**src/periph_settings.svh**
```systemverilog
`ifndef PERIPH_SETTINGS_SVH
`define PERIPH_SETTINGS_SVH

// core bus
`define BUS_WIDTH           32
`define BUS_ACC_WIDTH       2

// access size codes, only word access is mapped
`define BUS_ACC_1B          2'd0
`define BUS_ACC_2B          2'd1
`define BUS_ACC_4B          2'd2

// address split: upper bits pick the page, lower bits the register
`define PERIPH_ADDR_WIDTH   12
`define PERIPH_VA_WIDTH     8
`define PERIPH_PAGE_WIDTH   (`PERIPH_ADDR_WIDTH - `PERIPH_VA_WIDTH)

// page numbers
`define PAGE_GPIO           0
`define PAGE_TIMER          1

// gpio
`define GPIO_WIDTH          16
`define IOR_DIR_IN          1'b1    // dir bit value meaning input

// timer
`define TIMER_EN_BIT        0       // enable bit in CTRL

`endif

```
**src/periph_pkg.sv**
```systemverilog
`include "periph_settings.svh"

package periph_pkg;

    // request as driven by the core
    typedef struct packed {
        logic                           valid;  // one cycle strobe
        logic [`PERIPH_ADDR_WIDTH-1:0]  addr;   // page + offset
        logic                           w_rb;   // 1 write, 0 read
        logic [`BUS_ACC_WIDTH-1:0]      acc;
        logic [`BUS_WIDTH-1:0]          wdata;
    } bus_req_t;

    // request as seen by one peripheral
    typedef struct packed {
        logic                           valid;
        logic [`PERIPH_VA_WIDTH-1:0]    addr;   // page offset only
        logic                           w_rb;
        logic [`BUS_ACC_WIDTH-1:0]      acc;
        logic [`BUS_WIDTH-1:0]          wdata;
    } periph_req_t;

    // response, same shape from each peripheral and out of the top
    typedef struct packed {
        logic                           resp;   // pulse one cycle after request
        logic                           fault;  // level in request cycle
        logic [`BUS_WIDTH-1:0]          rdata;  // valid with resp, held
    } bus_rsp_t;

endpackage

```
**src/periph_decoder.sv**
```systemverilog
`include "periph_settings.svh"

module periph_decoder
    import periph_pkg::*;
(
    input  logic        clk,
    input  logic        rstn,

    input  bus_req_t    bus_req,
    output bus_rsp_t    bus_rsp,

    output periph_req_t gpio_req,
    output periph_req_t timer_req,
    input  bus_rsp_t    gpio_rsp,
    input  bus_rsp_t    timer_rsp
);

    logic [`PERIPH_PAGE_WIDTH-1:0] page;
    logic [`PERIPH_VA_WIDTH-1:0]   offset;
    logic                          sel_gpio;
    logic                          sel_timer;
    logic                          page_fault;
    logic                          rd_timer_q; // last good read went to the timer

    assign page   = bus_req.addr[`PERIPH_ADDR_WIDTH-1:`PERIPH_VA_WIDTH];
    assign offset = bus_req.addr[`PERIPH_VA_WIDTH-1:0];

    assign sel_gpio  = (page == `PAGE_GPIO);
    assign sel_timer = (page == `PAGE_TIMER);

    // unmapped page is caught here, offset and size checks live in the peripherals
    assign page_fault = bus_req.valid & ~sel_gpio & ~sel_timer;

    // shared fields fan out, the strobe only to the addressed page
    always_comb begin
        gpio_req.valid  = bus_req.valid & sel_gpio;
        gpio_req.addr   = offset;
        gpio_req.w_rb   = bus_req.w_rb;
        gpio_req.acc    = bus_req.acc;
        gpio_req.wdata  = bus_req.wdata;

        timer_req.valid = bus_req.valid & sel_timer;
        timer_req.addr  = offset;
        timer_req.w_rb  = bus_req.w_rb;
        timer_req.acc   = bus_req.acc;
        timer_req.wdata = bus_req.wdata;
    end

    // read data source follows the response cycle, not the current request
    always_ff @(posedge clk) begin
        if (!rstn) begin
            rd_timer_q <= 1'b0;
        end else if (bus_req.valid && !bus_req.w_rb && !bus_rsp.fault) begin
            rd_timer_q <= sel_timer;
        end
    end

    // at most one peripheral pulses resp in a cycle, so an or is enough
    assign bus_rsp.resp  = gpio_rsp.resp | timer_rsp.resp;
    assign bus_rsp.fault = page_fault | gpio_rsp.fault | timer_rsp.fault;
    assign bus_rsp.rdata = rd_timer_q ? timer_rsp.rdata : gpio_rsp.rdata;

endmodule

```
**src/gpio_controller.sv**
```systemverilog
`include "periph_settings.svh"

module gpio_controller
    import periph_pkg::*;
(
    input  logic                    clk,
    input  logic                    rstn,

    input  periph_req_t             req,
    output bus_rsp_t                rsp,

    input  logic [`GPIO_WIDTH-1:0]  gpio_i,
    output logic [`GPIO_WIDTH-1:0]  gpio_o,
    output logic [`GPIO_WIDTH-1:0]  gpio_dir
);

    // register map, all word sized and R/W
    //   D    0   pins in on read, pins out on write
    //   DIR  4   1 on the bus means output
    localparam logic [`PERIPH_VA_WIDTH-1:0] off_d   = `PERIPH_VA_WIDTH'(0);
    localparam logic [`PERIPH_VA_WIDTH-1:0] off_dir = `PERIPH_VA_WIDTH'(4);
    localparam logic [`GPIO_WIDTH-1:0]      dir_in  = {`GPIO_WIDTH{`IOR_DIR_IN}};

    logic                   invld_addr;
    logic                   invld_acc;
    logic                   invld;
    logic                   acc_ok;     // valid request that passes all checks
    logic                   resp_q;
    logic [`GPIO_WIDTH-1:0] rdata_q;

    // fault checks
    assign invld_addr = (req.addr != off_d) && (req.addr != off_dir);
    assign invld_acc  = (req.acc != `BUS_ACC_4B);
    assign invld      = invld_addr | invld_acc;

    assign acc_ok    = req.valid & ~invld;
    assign rsp.fault = req.valid & invld;

    always_ff @(posedge clk) begin
        if (!rstn) begin
            resp_q <= 1'b0;
        end else begin
            resp_q <= acc_ok;
        end
    end

    // read data, held until the next good read
    always_ff @(posedge clk) begin
        if (acc_ok && !req.w_rb) begin
            if (req.addr == off_d) begin
                rdata_q <= gpio_i;              // sampled in request cycle
            end else begin
                rdata_q <= gpio_dir ^ dir_in;   // back to bus polarity
            end
        end
    end

    // pin registers
    always_ff @(posedge clk) begin
        if (!rstn) begin
            gpio_o   <= '0;
            gpio_dir <= dir_in;                 // all input
        end else if (acc_ok && req.w_rb) begin
            if (req.addr == off_d) begin
                gpio_o <= req.wdata[`GPIO_WIDTH-1:0];
            end else begin
                gpio_dir <= req.wdata[`GPIO_WIDTH-1:0] ^ dir_in;
            end
        end
    end

    assign rsp.resp  = resp_q;
    assign rsp.rdata = `BUS_WIDTH'(rdata_q);   // zero extend

endmodule

```
**src/interval_timer.sv**
```systemverilog
`include "periph_settings.svh"

module interval_timer
    import periph_pkg::*;
(
    input  logic        clk,
    input  logic        rstn,

    input  periph_req_t req,
    output bus_rsp_t    rsp,

    output logic        timer_irq
);

    // register map, all word sized and R/W
    //   CTRL   0   bit 0 enable
    //   COUNT  4   running count
    //   CMP    8   match value, period is cmp + 1
    localparam logic [`PERIPH_VA_WIDTH-1:0] off_ctrl  = `PERIPH_VA_WIDTH'(0);
    localparam logic [`PERIPH_VA_WIDTH-1:0] off_count = `PERIPH_VA_WIDTH'(4);
    localparam logic [`PERIPH_VA_WIDTH-1:0] off_cmp   = `PERIPH_VA_WIDTH'(8);

    logic                  invld_addr;
    logic                  invld_acc;
    logic                  invld;
    logic                  acc_ok;
    logic                  wr_ctrl;
    logic                  wr_count;
    logic                  wr_cmp;
    logic                  match;
    logic                  resp_q;
    logic                  en_q;
    logic [`BUS_WIDTH-1:0] count_q;
    logic [`BUS_WIDTH-1:0] cmp_q;
    logic [`BUS_WIDTH-1:0] rdata_q;

    assign invld_addr = (req.addr != off_ctrl) && (req.addr != off_count) &&
                        (req.addr != off_cmp);
    assign invld_acc  = (req.acc != `BUS_ACC_4B);
    assign invld      = invld_addr | invld_acc;

    assign acc_ok    = req.valid & ~invld;
    assign rsp.fault = req.valid & invld;

    assign wr_ctrl  = acc_ok && req.w_rb && (req.addr == off_ctrl);
    assign wr_count = acc_ok && req.w_rb && (req.addr == off_count);
    assign wr_cmp   = acc_ok && req.w_rb && (req.addr == off_cmp);

    assign match = en_q && (count_q == cmp_q);

    always_ff @(posedge clk) begin
        if (!rstn) begin
            resp_q    <= 1'b0;
            timer_irq <= 1'b0;
        end else begin
            resp_q    <= acc_ok;
            timer_irq <= match;     // one cycle pulse after the match
        end
    end

    // control and compare
    always_ff @(posedge clk) begin
        if (!rstn) begin
            en_q  <= 1'b0;
            cmp_q <= '0;
        end else begin
            if (wr_ctrl) en_q <= req.wdata[`TIMER_EN_BIT];
            if (wr_cmp) cmp_q <= req.wdata;
        end
    end

    // counter, a bus write wins over counting
    always_ff @(posedge clk) begin
        if (!rstn) begin
            count_q <= '0;
        end else if (wr_count) begin
            count_q <= req.wdata;
        end else if (match) begin
            count_q <= '0;          // wrap on compare
        end else if (en_q) begin
            count_q <= count_q + 1'b1;
        end
    end

    always_ff @(posedge clk) begin
        if (acc_ok && !req.w_rb) begin
            case (req.addr)
                off_ctrl:  rdata_q <= `BUS_WIDTH'(en_q);
                off_count: rdata_q <= count_q;
                default:   rdata_q <= cmp_q;
            endcase
        end
    end

    assign rsp.resp  = resp_q;
    assign rsp.rdata = rdata_q;

endmodule

```
**src/periph_top.sv**
```systemverilog
`include "periph_settings.svh"

module periph_top
    import periph_pkg::*;
(
    input  logic                    clk,
    input  logic                    rstn,

    input  bus_req_t                bus_req,
    output bus_rsp_t                bus_rsp,

    input  logic [`GPIO_WIDTH-1:0]  gpio_i,
    output logic [`GPIO_WIDTH-1:0]  gpio_o,
    output logic [`GPIO_WIDTH-1:0]  gpio_dir,

    output logic                    timer_irq
);

    periph_req_t gpio_req;
    periph_req_t timer_req;
    bus_rsp_t    gpio_rsp;
    bus_rsp_t    timer_rsp;

    periph_decoder i_periph_decoder (
        .clk       (clk),
        .rstn      (rstn),
        .bus_req   (bus_req),
        .bus_rsp   (bus_rsp),
        .gpio_req  (gpio_req),
        .timer_req (timer_req),
        .gpio_rsp  (gpio_rsp),
        .timer_rsp (timer_rsp)
    );

    gpio_controller i_gpio_controller (
        .clk      (clk),
        .rstn     (rstn),
        .req      (gpio_req),
        .rsp      (gpio_rsp),
        .gpio_i   (gpio_i),
        .gpio_o   (gpio_o),
        .gpio_dir (gpio_dir)
    );

    interval_timer i_interval_timer (
        .clk       (clk),
        .rstn      (rstn),
        .req       (timer_req),
        .rsp       (timer_rsp),
        .timer_irq (timer_irq)
    );

endmodule

```
**config.mk**
```make
export PLATFORM = sky130hd
export DESIGN_NAME = periph_top
export DESIGN_NICKNAME = d
export VERILOG_FILES = /design/src/periph_pkg.sv /design/src/periph_decoder.sv /design/src/gpio_controller.sv /design/src/interval_timer.sv /design/src/periph_top.sv
export VERILOG_INCLUDE_DIRS = /design/src /design/src/src
export SDC_FILE = /design/constraint.sdc
export NUM_CORES = 1
export LEC_CHECK = 0
export BUFFER_PORTS_ARGS = -buffer_cell sky130_fd_sc_hd__buf_2
export CORE_UTILIZATION = 59
export CTS_BUF_LIST = sky130_fd_sc_hd__clkbuf_8
export CTS_CLUSTER_DIAMETER = 100
export DETAILED_ROUTE_END_ITERATION = 10
export GPL_ROUTABILITY_DRIVEN = 0
export HOLD_SLACK_MARGIN = 0.06
export MAX_ROUTING_LAYER = met4
export PLACE_DENSITY = 0.82
export SLEW_MARGIN = 20
export SYNTH_ARGS = -nofsm -noshare
export SYNTH_HDL_FRONTEND = slang
export SYNTH_HIERARCHICAL = 1
export SYNTH_SLANG_ARGS = --single-unit
```
**constraint.sdc**
```tcl
create_clock -name clk -period 4.8 [get_ports clk]
set_input_delay 0.96 -clock clk [delete_from_list [all_inputs] [get_ports clk]]
set_output_delay 0.96 -clock clk [all_outputs]
set_load 0.1 [all_outputs]
```
==> impl_metrics.py, run 1 <==
metrics = {
    "outcome": {
        "status": "finished, final reports clean",
    },
    "clock_tree": {
        "clockBufferDepth": 2,
        "insertion_delay_ps": 450,
        "cts_post_setup_buffers_inserted": 0,
        "holdBufCountCts": 0,
        "path_clk_slew_ps": 90,
        "root_buffer": "clkbuf_8",
        "clkSinkCount": 149,
        "cts_resized": 0,
        "cts_tree": "yes",
        "cts_buffers": 17,
        "cts_htree_levels": 4,
    },
    "grt": {
        "overflow": 0,
        "antenna_found_initial": 1,
        "first_global_vias": 6042,
        "grt_usage": 0.272,
        "grt_pass1_wl_mm": 30.4,
        "grt_max_degree": 68,
    },
    "sta": {
        "max_freq_ghz": 0.268,
        "setup_viol": 0,
        "drv_slew": 0,
        "period_share": 0.778,
        "maxSlewHeadroom": 0.290,
        "clock_skew_ps": 12.1,
        "rsz0062_at_grt": "false",
        "tightest_slew_ps": 1060,
        "finalCriticalPeriod_ps": 3730,
        "tns_ps": 0,
        "finalHoldViolCount": 0,
    },
    "pwr": {
        "leakage_nw": 3.26,
        "p_per_area_mw_per_mm2": 272,
        "peakVddDrop_mv": 0.181,
    },
    "run": {
        "cap_violations": 0,
    },
    "drt": {
        "drcViolationCount": 0,
        "vias": 6540,
        "drt-initial-drc-count": 673,
        "wire_per_inst_um": 16.8,
        "routed_wirelength_mm": 19.3,
        "via_per_inst": 5.71,
        "ant_nets": 0,
        "dr.pass1.iters": 6,
    },
    "critical_path": {
        "r2r_slack_ps": 1390,
        "start_kind": "primary input",
        "crit_type": "primary input to output port",
        "critPathRequiredTime_ps": 3840,
        "slowest_stage": "buf_2",
        "path_cells": "buf_2 -> nand2_1 -> nand3_1 -> o31a_1 -> nor2_1 -> nand2_1 -> buf_2",
        "arrival_ps": 2770,
        "cp_max_fo": 40,
        "critPathMaxStageDelay_ps": 700,
        "endpoint_kind": "output port",
    },
    "floorplanning": {
        "io_pins": 133,
        "die_area_mm2": 0.0149,
        "row_count": 43,
        "initial_utilization": 0.607,
        "die_h_um": 122,
        "die_w_um": 122,
        "coreArea_mm2": 0.0140,
    },
    "finish": {
        "design_area_mm2": 0.00895,
        "n_fill_cell": 1116,
        "final_cells": 1146,
        "final_util": 0.640,
        "area_delta_synth_final_pct": 5.33,
        "nets": 1019,
        "drive_gt1_frac": 0.241,
    },
    "placed_design": {
        "placed_cells": 1113,
        "place_hpwl_mm": 13.3,
        "io_buffers": 132,
        "placed_cell_area_mm2": 0.00855,
    },
    "yosys": {
        "synthCells": 925,
        "yosys_warnings": 6,
        "syn-cell-area_mm2": 0.00850,
        "syn_area_per_cell_um2": 9.19,
    },
    "min_path": {
        "holdCritPathClass": "flop to flop",
    },
}
## sequential cells by signal, summed over array words and instances, names as in the netlist, 16 cells and up
name                        flops
i_gpio_controller/gpio_o       16
i_gpio_controller/gpio_dir     16
i_interval_timer/rdata_q       32
i_gpio_controller/rdata_q      16
i_interval_timer/count_q       32
i_interval_timer/cmp_q         32
## through the flow
step	setup slack [ps]	power, W	hold WS, ps
after detailed placement	1110	0.00150	450
after global routing	965	0.00251	473
after CTS	1100	0.00245	462
after floorplan	994	0.00150	497
after global placement	1170	0.00150	439
final	1070	0.00243	460
## layout make-up
| class | instances | area [um2] | area share |
|---|---|---|---|
| diodes | 1 | 2.50 | 0.000280 |
| clock buffers | 17 | 234 | 0.0261 |
| repair buffers | 141 | 728 | 0.0814 |
| multi-input cells | 616 | 4040 | 0.451 |
| well taps | 180 | 225 | 0.0252 |
| clock inverters | 15 | 158 | 0.0176 |
| flip-flops and latches | 149 | 3460 | 0.387 |
| inverters | 27 | 103 | 0.0115 |
## metal layers
metal / GRT usage / vias to the layer above / wire length [um]
li1: - / 3131 / -
met1: 0.348 / 3077 / 8290
met2: 0.431 / 300 / 9100
met3: 0.0599 / 32 / 1570
met4: 0.0787 / 0 / 325
met5: - / - / 0
## final timing paths
kind                                                   from                           to  cells after the start
worst min-delay path            i_gpio_controller/gpio_o[6]  i_gpio_controller/gpio_o[6]                      2
worst max-delay path                            bus_req[37]                  bus_rsp[32]                      7
worst max register to register        i_interval_timer/en_q  i_interval_timer/count_q[9]                      6
worst min register to register  i_gpio_controller/gpio_o[6]  i_gpio_controller/gpio_o[6]                      2
## critical path: cells and delay by family
family,cells,cell delay [ps]
buf+inv,2,1110
simple gates,4,490
compound gates,1,200
## power by group
part           internal, W  switching, W  total [W]
Combinational    0.0000443      0.000136   0.000181
Sequential         0.00129    0.00000210    0.00129
Clock             0.000464      0.000495   0.000959
Total              0.00180      0.000633    0.00243
## cells in the final DEF, fill, tap and decap left out, types with 28 or more instances in the layout
master / n
xnor2_1: 46
nand4_1: 29
dfxtp_1: 101
edfxtp_1: 48
a21oi_1: 45
mux2_2: 39
nand2_1: 124
mux2i_1: 67
nand3_1: 40
buf_2: 132
nor2_1: 48
o21ai_0: 37
inv_1: 28
Note: power is estimated with default switching activity, not from simulation.
==> run 2: changes to the inputs <==
CORE_UTILIZATION = 54   (was 59)
PLACE_DENSITY = 0.79   (was 0.82)
clock period = 3.4 ns   (was 4.8 ns; I/O delays follow)
==> run 2 against run 1 <==
Clock power up 37%. First-iteration DRC count down 19%. Register-to-register slack worse by 410 ps. Cell count rose by 3.6%. Global-route usage decreased by 1.9 points. Hold slack lost 1.7 ps. Sequential share of layout area down 0.56 points. Clock skew rose by 0.93 ps. Worst setup slack lost 590 ps. Critical endpoint unchanged.
==> impl_metrics.py, run 2 (synthesis results as in run 1) <==
metrics = {
    "floorplanning": {
        "coreArea_mm2": 0.0153,
        "io_pins": 133,
        "die_w_um": 127,
        "row_count": 45,
        "die_h_um": 127,
        "die_area_mm2": 0.0162,
        "initial_utilization": 0.557,
    },
    "pwr": {
        "power_frac_comb": 0.077,
        "p_seq_frac": 0.537,
        "netSwitchingPower_w": 0.000864,
        "intPower_w": 0.00253,
        "leakage_nw": 3.33,
        "swShare": 0.254,
        "p_per_area_mw_per_mm2": 374,
        "peakVddDrop_mv": 0.218,
        "pwr-share-clk": 0.386,
    },
    "grt": {
        "antenna_found_initial": 0,
        "first_global_vias": 6198,
        "grt_max_degree": 56,
        "grt_pass1_wl_mm": 31.2,
        "top_usage_layer": "met2",
        "use_met2": 0.396,
        "gr-usage-met3": 0.0515,
        "overflow": 0,
        "grt_use_met1": 0.314,
        "grt_usage": 0.253,
    },
    "min_path": {
        "min-delay-start": "i_gpio_controller/gpio_o[4]",
        "hold_end": "i_gpio_controller/gpio_o[4]",
        "holdCritPathClass": "flop to flop",
        "hold_depth": 2,
    },
    "placed_design": {
        "placed_cells": 1155,
        "place_hpwl_mm": 13.9,
        "io_buffers": 132,
        "pre_cts_slack_ps": 382,
    },
    "finish": {
        "area_delta_synth_final_pct": 6.88,
        "antenna_cells": 0,
        "layout_common_cells": "buf_2, nand2_1, dfxtp_1",
        "drive_gt1_frac": 0.250,
        "nets": 1030,
        "final_cells": 1187,
        "largestRegisters": "i_interval_timer/cmp_q x32, i_interval_timer/count_q x32, i_interval_timer/rdata_q x32",
        "mostFrequentLayoutCell": "buf_2",
    },
    "sta": {
        "drv_slew": 0,
        "setup_viol": 0,
        "rsz0062_at_grt": "false",
        "finalCriticalPeriod_ps": 2920,
        "period_share": 0.858,
        "finalHoldViolCount": 0,
        "clock_skew_ps": 13.0,
        "worst_hold_slack_ps": 458,
        "max_freq_ghz": 0.343,
        "tns_ps": 0,
        "finalWorstSetupSlack_ps": 482,
        "tightest_slew_ps": 947,
        "maxSlewHeadroom": 0.366,
    },
    "critical_path": {
        "timing.rr.start": "i_interval_timer/en_q",
        "arrival_ps": 2240,
        "critPathRequiredTime_ps": 2720,
        "crit_type": "primary input to output port",
        "endpoint_kind": "output port",
        "r2r_cells": 5,
        "cp_max_fo": 3,
        "r2r_slack_ps": 980,
        "r2r-end": "i_interval_timer/count_q[26]",
        "start_kind": "primary input",
    },
    "clock_tree": {
        "insertion_delay_ps": 450,
        "cts_tree": "yes",
        "cts_post_setup_buffers_inserted": 0,
        "cts_buffers": 17,
        "cts_htree_levels": 4,
        "path_clk_slew_ps": 80,
        "clkSinkCount": 149,
        "clockBufferDepth": 2,
        "root_buffer": "clkbuf_8",
        "holdBufCountCts": 0,
        "cts_resized": 0,
    },
    "drt": {
        "drt-initial-drc-count": 543,
        "vias": 6613,
        "routed_wirelength_mm": 19.3,
        "drcViolationCount": 0,
        "via_per_inst": 5.57,
        "dr.pass1.iters": 5,
        "wire_per_inst_um": 16.2,
        "ant_nets": 0,
    },
    "outcome": {
        "status": "finished, final reports clean",
    },
    "run": {
        "cap_violations": 0,
    },
}
[run 2: through the flow]
| step | util | cell area (um2) | power (W) |
|---|---|---|---|
| 2_1_floorplan | - | 8560 | 0.00211 |
| 3_3_place_gp | 0.570 | 8700 | 0.00213 |
| 3_5_place_dp | 0.570 | 8700 | 0.00213 |
| 4_1_cts | 0.595 | 9080 | 0.00342 |
| 5_1_grt | 0.595 | 9080 | 0.00351 |
| 6_report | 0.595 | 9080 | 0.00340 |
[run 2: worst max path at each step]
stage                startpoint                            to  slack [ps]
floorplan           bus_req[44]                   bus_rsp[32]         290
global placement    bus_req[44]                   bus_rsp[32]         490
detailed placement  bus_req[47]  i_interval_timer/count_q[26]         380
CTS                 bus_req[44]                   bus_rsp[32]         480
global route        bus_req[44]                   bus_rsp[32]         370
finish              bus_req[44]                   bus_rsp[32]         480
[run 2: layout make-up]
type,count,area (um2)
fillers,1313,6180
multi-input cells,616,4040
flip-flops and latches,149,3460
repair buffers,152,838
well taps,211,264
clock buffers,17,234
clock inverters,15,144
inverters,27,101
[run 2: critical path: stages]
cell	delay [ps]
buf_2	100
or4b_4	560
nor2_1	170
inv_1	50
a31oi_1	280
nor2_1	90
nand2_1	110
buf_12	180
[run 2: routing by layer]
layer | part of all wire | vias to the layer above | wire length [um]
met1 | 0.43 | 3153 | 8330
met5 | 0 | - | 0
met3 | 0.067 | 53 | 1290
li1 | - | 3154 | -
met2 | 0.46 | 253 | 8970
met4 | 0.036 | 0 | 697
[run 2: power by group through the flow]
stage,clock (W),sequential (W),combinational (W)
after CTS,0.00133,0.00183,0.000261
final,0.00131,0.00183,0.000262
after global routing,0.00141,0.00183,0.000276
after detailed placement,0,0.00187,0.000260
after floorplan,0,0.00186,0.000249
after global placement,0,0.00187,0.000258
